### src/coh_dir_pkg.sv
/*
  coherence directory package
  sizes of the directory, MESI state encoding and the layout
  of one directory entry and of one LCE row
*/
`default_nettype none

package coh_dir_pkg;

  // directory geometry
  localparam int num_lce_c   = 4;
  localparam int lce_assoc_c = 2;
  localparam int tag_width_c = 8;

  // index widths
  localparam int lce_id_w_c = $clog2(num_lce_c);
  localparam int way_w_c    = $clog2(lce_assoc_c);

  // MESI encoding
  typedef enum logic [1:0] {
    coh_i = 2'd0,
    coh_s = 2'd1,
    coh_e = 2'd2,
    coh_m = 2'd3
  } coh_state_e;

  typedef struct packed {
    logic [tag_width_c-1:0] tag;
    coh_state_e             state;
  } dir_entry_s;

  // every way of one LCE within one set
  typedef struct packed {
    dir_entry_s [lce_assoc_c-1:0] entry;
  } dir_row_s;

endpackage

`default_nettype wire

### src/coh_req_pkg.sv
/*
  lookup request package
  request type, lookup and directory write requests, the
  collected sharers vectors and the GAD result
*/
`default_nettype none

package coh_req_pkg;

  // largest set count a top level may ask for
  localparam int max_sets_c = 16;
  localparam int set_w_c    = $clog2(max_sets_c);

  typedef enum logic {
    req_rd = 1'b0,
    req_wr = 1'b1
  } req_type_e;

  typedef struct packed {
    logic [set_w_c-1:0]                  set;
    logic [coh_dir_pkg::tag_width_c-1:0] tag;
    logic [coh_dir_pkg::lce_id_w_c-1:0]  lce;
    req_type_e                           req_type;
    logic [coh_dir_pkg::way_w_c-1:0]     lru_way;
    logic                                lru_dirty;
  } lookup_req_s;

  typedef struct packed {
    logic [set_w_c-1:0]                 set;
    logic [coh_dir_pkg::lce_id_w_c-1:0] lce;
    logic [coh_dir_pkg::way_w_c-1:0]    way;
    coh_dir_pkg::dir_entry_s            entry;
  } dir_wr_s;

  // one slot per LCE
  typedef struct packed {
    logic [coh_dir_pkg::num_lce_c-1:0]                                hits;
    logic [coh_dir_pkg::num_lce_c-1:0][coh_dir_pkg::way_w_c-1:0]      ways;
    coh_dir_pkg::coh_state_e [coh_dir_pkg::num_lce_c-1:0]             states;
    logic                                                             lru_cached_excl;
  } sharers_s;

  typedef struct packed {
    logic [coh_dir_pkg::way_w_c-1:0]    req_addr_way;
    logic                               transfer_flag;
    logic [coh_dir_pkg::lce_id_w_c-1:0] transfer_lce;
    logic [coh_dir_pkg::way_w_c-1:0]    transfer_way;
    logic                               replacement_flag;
    logic                               upgrade_flag;
    logic                               invalidate_flag;
    logic                               exclusive_flag;
    logic                               cached_flag;
  } gad_result_s;

endpackage

`default_nettype wire

### src/coh_dir_ram.sv
/*
  coherence directory storage
  one entry write per cycle and a registered read of a whole
  LCE row, returned with its LCE index
*/
`timescale 1ns/1ns
`default_nettype none

module coh_dir_ram #(
  parameter int num_sets_p = coh_req_pkg::max_sets_c
) (
  input  logic                                clk_i,
  input  logic                                wr_v_i,
  input  coh_req_pkg::dir_wr_s                wr_i,
  input  logic                                rd_v_i,
  input  logic [coh_req_pkg::set_w_c-1:0]     rd_set_i,
  input  logic [coh_dir_pkg::lce_id_w_c-1:0]  rd_lce_i,
  output coh_dir_pkg::dir_row_s               rd_row_o,
  output logic                                rd_v_o,
  output logic [coh_dir_pkg::lce_id_w_c-1:0]  rd_lce_o
);
  import coh_dir_pkg::*;

  // rows indexed by set then LCE
  dir_row_s mem [num_sets_p][num_lce_c];

  // single entry write
  // sets beyond the configured count are dropped
  always_ff @(posedge clk_i) begin
    if (wr_v_i && (int'(wr_i.set) < num_sets_p)) begin
      mem[wr_i.set][wr_i.lce].entry[wr_i.way] <= wr_i.entry;
    end
  end

  // registered row read, index follows the data
  always_ff @(posedge clk_i) begin
    rd_v_o   <= rd_v_i;
    rd_lce_o <= rd_lce_i;
    if (rd_v_i) begin
      rd_row_o <= mem[rd_set_i][rd_lce_i];
    end
  end

endmodule

`default_nettype wire

### src/coh_dir_top.sv
/*
  coherence directory lookup unit
  directory RAM, row counter, sharers collector, GAD and the
  lookup sequencer wired together
*/
`timescale 1ns/1ns
`default_nettype none

module coh_dir_top #(
  parameter int num_sets_p = 16
) (
  input  logic                     clk_i,
  input  logic                     reset_i,
  input  logic                     lookup_v_i,
  input  coh_req_pkg::lookup_req_s lookup_i,
  input  logic                     dir_wr_v_i,
  input  coh_req_pkg::dir_wr_s     dir_wr_i,
  output logic                     busy_o,
  output logic                     result_v_o,
  output coh_req_pkg::gad_result_s result_o
);
  import coh_dir_pkg::*;
  import coh_req_pkg::*;

  // counter to RAM
  logic                  cnt_start;
  logic [lce_id_w_c-1:0] row_idx;
  logic                  row_v;
  logic                  cnt_last;
  // RAM to collector
  dir_row_s              row_data;
  logic                  row_data_v;
  logic [lce_id_w_c-1:0] row_data_lce;
  // collector to GAD and sequencer
  sharers_s              sharers;
  logic                  collect_done;
  gad_result_s           gad_result;
  lookup_req_s           req;
  logic                  wr_en;

  coh_lookup_fsm #(.num_sets_p(num_sets_p)) u_fsm (
    .clk_i(clk_i), .reset_i(reset_i), .lookup_v_i(lookup_v_i), .lookup_i(lookup_i),
    .dir_wr_v_i(dir_wr_v_i), .cnt_start_o(cnt_start), .cnt_last_i(cnt_last),
    .collect_done_i(collect_done), .gad_result_i(gad_result), .req_o(req),
    .wr_en_o(wr_en), .busy_o(busy_o), .result_v_o(result_v_o), .result_o(result_o)
  );

  coh_row_counter u_cnt (
    .clk_i(clk_i), .reset_i(reset_i), .start_i(cnt_start),
    .idx_o(row_idx), .v_o(row_v), .last_o(cnt_last)
  );

  coh_dir_ram #(.num_sets_p(num_sets_p)) u_ram (
    .clk_i(clk_i), .wr_v_i(wr_en), .wr_i(dir_wr_i),
    .rd_v_i(row_v), .rd_set_i(req.set), .rd_lce_i(row_idx),
    .rd_row_o(row_data), .rd_v_o(row_data_v), .rd_lce_o(row_data_lce)
  );

  coh_sharers_collect u_collect (
    .clk_i(clk_i), .reset_i(reset_i), .clear_i(cnt_start),
    .row_v_i(row_data_v), .row_i(row_data), .row_lce_i(row_data_lce),
    .tag_i(req.tag), .req_lce_i(req.lce), .lru_way_i(req.lru_way),
    .sharers_o(sharers), .done_o(collect_done)
  );

  coh_gad u_gad (
    .gad_v_i(collect_done), .sharers_i(sharers), .req_lce_i(req.lce),
    .req_type_i(req.req_type), .lru_dirty_i(req.lru_dirty), .result_o(gad_result)
  );

endmodule

`default_nettype wire

### src/coh_gad.sv
/*
  GAD block
  turns the collected sharers vectors into the requester way,
  the coherence flags and the transfer LCE and way
*/
`timescale 1ns/1ns
`default_nettype none

module coh_gad (
  input  logic                               gad_v_i,
  input  coh_req_pkg::sharers_s              sharers_i,
  input  logic [coh_dir_pkg::lce_id_w_c-1:0] req_lce_i,
  input  coh_req_pkg::req_type_e             req_type_i,
  input  logic                               lru_dirty_i,
  output coh_req_pkg::gad_result_s           result_o
);
  import coh_dir_pkg::*;
  import coh_req_pkg::*;

  logic [num_lce_c-1:0]  req_one_hot;
  logic [num_lce_c-1:0]  lce_excl;
  logic [num_lce_c-1:0]  other_hit;
  logic [num_lce_c-1:0]  other_excl;
  logic                  req_hit;
  logic                  req_excl;
  logic                  req_is_wr;
  logic                  cached;
  logic                  excl;
  logic                  upgrade;
  logic                  xfer_sel;
  logic [lce_id_w_c-1:0] xfer_lce;

  // requester as a one-hot mask
  assign req_one_hot = num_lce_c'(1) << req_lce_i;

  // hits held in E or M
  for (genvar i = 0; i < num_lce_c; i++) begin : g_excl
    assign lce_excl[i] = sharers_i.hits[i]
                         && ((sharers_i.states[i] == coh_e) || (sharers_i.states[i] == coh_m));
  end

  assign other_hit  = sharers_i.hits & ~req_one_hot;
  assign other_excl = lce_excl & ~req_one_hot;
  assign req_hit    = sharers_i.hits[req_lce_i];
  assign req_excl   = lce_excl[req_lce_i];
  assign req_is_wr  = (req_type_i == req_wr);

  assign cached  = |other_hit;
  assign excl    = |other_excl;
  // write to a line the requester holds in S
  assign upgrade = req_is_wr && req_hit && !req_excl;

  // lowest other LCE owning the line
  always_comb begin
    xfer_lce = '0;
    for (int i = num_lce_c - 1; i >= 0; i--) begin
      if (other_excl[i]) begin
        xfer_lce = lce_id_w_c'(i);
      end
    end
  end

  // transfer target only meaningful with complete sharers
  assign xfer_sel = gad_v_i && excl;

  always_comb begin
    result_o                  = '0;
    result_o.req_addr_way     = req_hit ? sharers_i.ways[req_lce_i] : '0;
    result_o.cached_flag      = cached;
    result_o.exclusive_flag   = excl;
    result_o.transfer_flag    = excl;
    result_o.upgrade_flag     = upgrade;
    result_o.replacement_flag = !upgrade && sharers_i.lru_cached_excl && lru_dirty_i;
    // reads only need an owner invalidated while writes need every sharer gone
    result_o.invalidate_flag  = req_is_wr ? cached : excl;
    result_o.transfer_lce     = xfer_sel ? xfer_lce : '0;
    result_o.transfer_way     = xfer_sel ? sharers_i.ways[xfer_lce] : '0;
  end

endmodule

`default_nettype wire

### src/coh_lookup_fsm.sv
/*
  lookup sequencer
  accepts a lookup while idle, walks the directory rows and
  registers the GAD result for one cycle
*/
`timescale 1ns/1ns
`default_nettype none

module coh_lookup_fsm #(
  parameter int num_sets_p = coh_req_pkg::max_sets_c
) (
  input  logic                     clk_i,
  input  logic                     reset_i,
  input  logic                     lookup_v_i,
  input  coh_req_pkg::lookup_req_s lookup_i,
  input  logic                     dir_wr_v_i,
  output logic                     cnt_start_o,
  input  logic                     cnt_last_i,
  input  logic                     collect_done_i,
  input  coh_req_pkg::gad_result_s gad_result_i,
  output coh_req_pkg::lookup_req_s req_o,
  output logic                     wr_en_o,
  output logic                     busy_o,
  output logic                     result_v_o,
  output coh_req_pkg::gad_result_s result_o
);
  import coh_req_pkg::*;

  typedef enum logic [1:0] {
    st_idle,
    st_read,
    st_result
  } state_e;

  state_e      state_r;
  logic        accept;
  logic        rows_done_r;
  lookup_req_s req_r;
  gad_result_s result_r;

  // out of range sets never start a lookup
  assign accept      = lookup_v_i && (state_r == st_idle) && (int'(lookup_i.set) < num_sets_p);
  assign cnt_start_o = accept;
  // directory only written between lookups
  assign wr_en_o     = dir_wr_v_i && (state_r == st_idle);

  always_ff @(posedge clk_i) begin
    if (reset_i) begin
      state_r     <= st_idle;
      rows_done_r <= 1'b0;
      result_r    <= '0;
    end else begin
      case (state_r)
        st_idle: begin
          rows_done_r <= 1'b0;
          if (accept) begin
            state_r <= st_read;
          end
        end
        st_read: begin
          // counter has issued its last row
          if (cnt_last_i) begin
            rows_done_r <= 1'b1;
          end
          if (collect_done_i && rows_done_r) begin
            result_r <= gad_result_i;
            state_r  <= st_result;
          end
        end
        default: begin
          state_r <= st_idle;
        end
      endcase
    end
  end

  // request held for the whole walk
  always_ff @(posedge clk_i) begin
    if (accept) begin
      req_r <= lookup_i;
    end
  end

  assign req_o      = req_r;
  assign busy_o     = (state_r != st_idle);
  assign result_v_o = (state_r == st_result);
  assign result_o   = result_r;

endmodule

`default_nettype wire

### src/coh_row_counter.sv
/*
  LCE row counter
  walks every LCE index once after a start strobe
*/
`timescale 1ns/1ns
`default_nettype none

module coh_row_counter (
  input  logic                               clk_i,
  input  logic                               reset_i,
  input  logic                               start_i,
  output logic [coh_dir_pkg::lce_id_w_c-1:0] idx_o,
  output logic                               v_o,
  output logic                               last_o
);
  import coh_dir_pkg::*;

  logic [lce_id_w_c-1:0] idx_r;
  logic                  v_r;
  logic                  at_last;

  assign at_last = (idx_r == lce_id_w_c'(num_lce_c - 1));

  always_ff @(posedge clk_i) begin
    if (reset_i) begin
      idx_r <= '0;
      v_r   <= 1'b0;
    end else if (start_i) begin
      idx_r <= '0;
      v_r   <= 1'b1;
    end else if (v_r) begin
      // stop after the final row
      if (at_last) begin
        v_r <= 1'b0;
      end else begin
        idx_r <= idx_r + 1'b1;
      end
    end
  end

  assign idx_o  = idx_r;
  assign v_o    = v_r;
  assign last_o = v_r && at_last;

endmodule

`default_nettype wire

### src/coh_sharers_collect.sv
/*
  sharers collector
  folds each returned directory row into the per LCE hit, way
  and state slots and picks up the LRU exclusive bit
*/
`timescale 1ns/1ns
`default_nettype none

module coh_sharers_collect (
  input  logic                                clk_i,
  input  logic                                reset_i,
  input  logic                                clear_i,
  input  logic                                row_v_i,
  input  coh_dir_pkg::dir_row_s               row_i,
  input  logic [coh_dir_pkg::lce_id_w_c-1:0]  row_lce_i,
  input  logic [coh_dir_pkg::tag_width_c-1:0] tag_i,
  input  logic [coh_dir_pkg::lce_id_w_c-1:0]  req_lce_i,
  input  logic [coh_dir_pkg::way_w_c-1:0]     lru_way_i,
  output coh_req_pkg::sharers_s               sharers_o,
  output logic                                done_o
);
  import coh_dir_pkg::*;
  import coh_req_pkg::*;

  logic               row_hit;
  logic [way_w_c-1:0] row_way;
  coh_state_e         row_state;
  coh_state_e         lru_state;
  sharers_s           sharers_r;
  logic               done_r;

  // tag match on a valid entry, lowest way wins
  always_comb begin
    row_hit   = 1'b0;
    row_way   = '0;
    row_state = coh_i;
    for (int w = lce_assoc_c - 1; w >= 0; w--) begin
      if ((row_i.entry[w].tag == tag_i) && (row_i.entry[w].state != coh_i)) begin
        row_hit   = 1'b1;
        row_way   = way_w_c'(w);
        row_state = row_i.entry[w].state;
      end
    end
  end

  // state of the requester's LRU way, tag not checked
  assign lru_state = row_i.entry[lru_way_i].state;

  always_ff @(posedge clk_i) begin
    if (reset_i || clear_i) begin
      sharers_r <= '0;
      done_r    <= 1'b0;
    end else begin
      done_r <= 1'b0;
      if (row_v_i) begin
        sharers_r.hits[row_lce_i]   <= row_hit;
        sharers_r.ways[row_lce_i]   <= row_way;
        sharers_r.states[row_lce_i] <= row_state;
        if (row_lce_i == req_lce_i) begin
          sharers_r.lru_cached_excl <= (lru_state == coh_e) || (lru_state == coh_m);
        end
        // rows arrive in order, so the last index completes the set
        done_r <= (row_lce_i == lce_id_w_c'(num_lce_c - 1));
      end
    end
  end

  assign sharers_o = sharers_r;
  assign done_o    = done_r;

endmodule

`default_nettype wire

### config.mk
export PLATFORM = sky130hd
export DESIGN_NAME = coh_dir_top
export DESIGN_NICKNAME = d
export VERILOG_FILES = /design/src/coh_dir_pkg.sv /design/src/coh_req_pkg.sv /design/src/coh_dir_ram.sv /design/src/coh_dir_top.sv /design/src/coh_gad.sv /design/src/coh_lookup_fsm.sv /design/src/coh_row_counter.sv /design/src/coh_sharers_collect.sv
export SDC_FILE = /design/constraint.sdc
export NUM_CORES = 1
export LEC_CHECK = 0
export BUFFER_PORTS_ARGS = -buffer_cell sky130_fd_sc_hd__buf_4
export CAP_MARGIN = 20
export CORE_ASPECT_RATIO = 0.5
export CORE_UTILIZATION = 54
export CTS_CLUSTER_DIAMETER = 60
export DETAILED_ROUTE_END_ITERATION = 12
export HOLD_SLACK_MARGIN = 0.08
export PLACE_DENSITY = 0.77
export SLEW_MARGIN = 10
export SYNTH_ARGS = -nofsm -noshare
export SYNTH_HDL_FRONTEND = slang
export SYNTH_SLANG_ARGS = --single-unit
### constraint.sdc
create_clock -name clk_i -period 3.05 [get_ports clk_i]
set_input_delay 0.61 -clock clk_i [delete_from_list [all_inputs] [get_ports clk_i]]
set_output_delay 0.61 -clock clk_i [all_outputs]
set_load 0.005 [all_outputs]
* After elaboration in Yosys (flattened, before gate mapping)
Memories as Yosys holds them, arrays and structs flattened. A register that Yosys moved wholly into a read port is not among the register bits. Index checks and enable logic that the tools add are counted.
Storage, ports and cells: register bits 73, RAM bits 1280, input port bits 38, output and inout bits 12, word-level logic and storage cells 163, memories 1
Memories:
- u_ram.mem | words 16, width 80, rd ports 1, clocked after Yosys merged registers in 1, write ports 1, RTL line coh_dir_ram.sv:25 | dir_row_s mem [num_sets_p][num_lce_c];
Operators by class: $add $sub $neg 1, $lt $le $gt $ge 10, eq/ne operators 20, shifts and indexed selects 1, mux-type cells 48, bitwise operators 7, reductions and logical operators 40
Operator list (number):
- two-way mux 80 bit | 1
- two-way mux 20 bit | 3
- binary-select mux 20 bit (select 2 bit) | 1
- demux 20 bit (select 2 bit) | 1
- == test 2 bit (second input constant) | 13
- two-way mux 2 bit | 12
- logical AND 1 bit | 18
- == test 8 bit | 2
- two-way mux 1 bit | 16
- demux 10 bit (select 1 bit) | 1
- two-way mux 10 bit | 1
- AND reduction 2 bit | 5
- less-than comparator 2 x 3 -> 1 bit (second input constant) | 3
- bitwise AND 4 bit | 2
- binary-select mux 1 bit (select 2 bit) | 4
- bitwise mux 4 bit | 2
- bitwise mux 8 bit | 1
- nonzero test 2 bit | 4
- OR reduction 4 bit | 2
- >= comparator 3 bit (second input constant) | 2
- logical OR 1 bit | 6
- inverter 2 -> 3 bit | 2
- demux 2 bit (select 2 bit) | 1
- less-than comparator 1 x 2 -> 1 bit (second input constant) | 2
- 18 further kinds | 22

* Longest topological paths before layout
word-level depth 11, mapped depth 10, depth with buffers taken out 5

* Modules after synthesis
From an unflattened synthesis, not the netlist that was laid out.
Unflattened totals: cells, all modules 2491, area total of the unflattened synthesis 52253.9 µm²
Modules (own cells, without submodules):
- coh_dir_ram | times used 1, cells an instance 2241, area an instance 49751.5 µm²
- coh_lookup_fsm | times used 1, cells an instance 76, area an instance 1091.0 µm²
- coh_sharers_collect | times used 1, cells an instance 105, area an instance 898.4 µm²
- coh_gad | times used 1, cells an instance 57, area an instance 382.9 µm²
- coh_row_counter | times used 1, cells an instance 12, area an instance 130.1 µm²

* Worst setup path before layout
Ideal clock, no wire load.
path kind register to register, from register with a tool-made name, to register u_ram.rd_row_o[19] in the netlist's numbering (data pin), library setup time 0.261 ns, data arrival time 2.335 ns, required time 2.789 ns, slack 0.454 ns, cell stages (with the launch flop) 9, path buffers 4, path through dfxtp_1 > buf_2 > buf_4 > buf_2 > buf_2 > mux4_2 > a211oi_1 > a21oi_1 > a221o_1
RTL lines:
- end signal, assigned | RTL line coh_dir_ram.sv:40 | rd_row_o <= mem[rd_set_i][rd_lce_i];
- end, declared | RTL line coh_dir_ram.sv:18 | output coh_dir_pkg::dir_row_s rd_row_o,

==> flow_summary.yaml <==
yosys:
  post_synth_num_cell_types: 53
  syn_area_sq_um: 52100
  synth_top_area_share: 0.759
  synthMostInstantiatedCell: "edfxtp_1"
  netlist_top_cells_area: "edfxtp_1 (76%), mux4_2 (16%), dfxtp_1 (1.4%)"
  synthTopCellsByCount: "edfxtp_1 (1317), mux4_2 (379), nor2_1 (161)"
  synth_edf_count: 1317
  synth_flop_cell: "edfxtp_1"
  yosysSeqAreaShare: 0.772
  synth_warnings: 0
  ys_ff_latch: 1353
  syn-num-nets: 2354
  synth.avg_cell_area_sq_um: 22.5
  synthArstFlopShare: 0
  netlist_instances: 2315
  yosys.area.top_type: "edfxtp_1"
die:
  ioPinCount: 50
  initial_core_util: 0.546
  dieArea_sq_um: 97900
  row_count: 80
  die_h_um: 222
  die_width_um: 441
  core_sq_um: 95500
setup_path:
  cp_cell_sequence: "buf_12 > buf_12 > mux4_2 > mux4_2 > a22o_1 > a221o_1"
  reg2reg_depth: 6
  r2r_slack_ns: 0.12
  start_kind: "flop"
  cp-end-kind: "flop"
  cp.arrival_ns: 3.39
  critPathBufInv: 2
  slowest_stage: "mux4_2"
  reg2reg_to: "u_ram.rd_row_o[8]$_DFFE_PP_"
  worstPathMaxFanout: 23
  crit_path_max_incr_delay_ns: 0.55
  required_ns: 3.51
  worstSetupPathType: "reg2reg"
  crit_family: "multiplexers"
detailed_routing:
  drc_errors: 0
  drt-initial-drc-count: 3249
  num_vias: 26100
  avgRoutedWirePerCell_um: 31.8
  first_pass_iters: 7
  drt_wl_total_mm: 127
  vias_per_cell: 6.57
  ant_nets: 0
pwr:
  p_leak_nw: 18.9
  ir_drop_v: 0.000589
  power.total_mw: 38.3
  power.density_nw_per_um2: 642
place:
  numPortBuffers: 49
  placed_area_sq_um: 55600
  dp_hpwl_mm: 73.9
  gp_congestion: 0.927
  pre_cts_ws_ns: 0.160
  place_inst: 3744
global_route:
  grt_pass1_vias: 26500
  grt_max_degree: 85
  grt_pass1_wl_mm: 183
  grtUsageTotal: 0.262
  gr-total-overflow: 0
  grt_antenna_before_repair: 4
cts:
  clk_latency_ns: 0.73
  cts_setup_buffers: 0
  clk_path_buf_depth: 3
  cts_tree: "yes"
  clkTransAtPathRegs_ns: 0.07
  root_buffer: "clkbuf_16"
  ctsResizeCount: 0
  cts.sinks: 1353
  numCtsBuffers: 114
  h-tree-depth: 3
cells_and_area:
  area_growth_pct: 14.3
  final_cell_area_sq_um: 59600
  utilization: 0.624
  fin_cells: 3976
  fillCellCount: 6080
  drive_above_1_share: 0.313
  nets: 2644
sta:
  worst_hold_slack_ns: 0.129
  max_clock_freq_mhz: 341
  skew_ns: 0.0375
  timing.final.crit_share: 0.962
  rsz0062_at_grt: "false"
  timing.final.ws_setup_ns: 0.116
  setup_viol: 0
  slew_headroom: 0.237
  setup_tns_ns: 0
  fin_crit_ns: 2.93
  worst_slew_pin_slew_ns: 1.14
  report.final.slew_viol_count: 0
  finalHoldViolations: 0
hold_path:
  min_path_type: "in2reg"
  min_from: "lookup_i[9]"
  holdPathEnd: "u_fsm.req_o[9]$_DFFE_PP_"
  hold_depth: 1
outcome:
  status: "finished clean"
job:
  drv_cap: 0
[where the power goes]
group / switching, mW / internal, mW / leakage, nW
sequential: 0.145 / 20.5 / 12.1
clock: 6.65 / 8.28 / 1.86
combinational: 1.48 / 1.24 / 4.92
total: 8.28 / 30.0 / 18.9
[how the worst max path moves through the flow]
stage,start,end,depth (start not counted)
2_1_floorplan,flop,u_ram.rd_row_o[19]$_DFFE_PP_,8
3_5_place_dp,flop,u_ram.rd_row_o[8]$_DFFE_PP_,6
5_1_grt,flop,u_ram.rd_row_o[8]$_DFFE_PP_,6
4_1_cts,flop,u_ram.rd_row_o[8]$_DFFE_PP_,6
6_report,flop,u_ram.rd_row_o[8]$_DFFE_PP_,6
3_3_place_gp,flop,u_ram.rd_row_o[8]$_DFFE_PP_,6
[registers in the layout, summed over array words and instances, names as in the netlist, 2 cells and up, named ones only]
name,count
u_cnt.idx_o,2
u_collect.sharers_o,13
u_fsm.req_o,17
u_fsm.result_o,9
u_fsm.state_r,2
u_ram.mem,1280
u_ram.rd_lce_o,2
u_ram.rd_row_o,20
[cell type report]
type                    instances  area (sq um)  share of cell area
diodes                          3          7.51            0.000126
clock inverters                75           767              0.0129
flip-flops and latches       1353         40300               0.676
clock buffers                 138          3030              0.0508
repair buffers                297          2660              0.0446
multi-input cells             836         11200               0.188
well taps                    1271          1590              0.0267
inverters                       3          11.3            0.000189
[layout by cell type (no fill, tap or decap), types with 20 or more instances in the layout]
| cell | n |
|---|---|
| clkinv_2 | 27 |
| mux4_2 | 379 |
| a211oi_1 | 23 |
| dfxtp_1 | 32 |
| a22o_1 | 20 |
| clkbuf_1 | 20 |
| buf_12 | 31 |
| clkbuf_16 | 118 |
| nor2_1 | 159 |
| buf_4 | 250 |
| nor2b_1 | 27 |
| a21oi_1 | 29 |
| clkinv_1 | 23 |
| nand2_1 | 35 |
| nand3_1 | 22 |
| mux2i_1 | 27 |
| edfxtp_1 | 1317 |
[worst reg2reg max path, cell delays in order (launching register included)]
cell and delay, ns:
dfxtp_4 0.51, buf_12 0.25, buf_12 0.26, mux4_2 0.56, mux4_2 0.55, a22o_1 0.26
a221o_1 0.28
[logic make-up after synthesis]
logic type | count (synthesis) | share of synthesized area
buf+inv | 126 | 0.0123
fa+ha+maj | 1 | 0.000240
simple gates | 276 | 0.0235
compound gates | 130 | 0.0185
xor+xnor | 19 | 0.00319
flops | 1353 | 0.772
mux | 410 | 0.170
[metal layers]
metal / vias up / track usage / wire length, um
li1: 10400 / - / -
met1: 13600 / 0.354 / 45500
met2: 1837 / 0.415 / 61700
met3: 286 / 0.0683 / 14600
met4: 0 / 0.101 / 4780
met5: - / 0 / 0
[timing repair]
action	4_1_cts	5_1_grt
endpoints found under the hold margin	17	0
endpoints found under the setup margin	0	0
hold buffers	16	0
(Power assumes the default switching activity.)
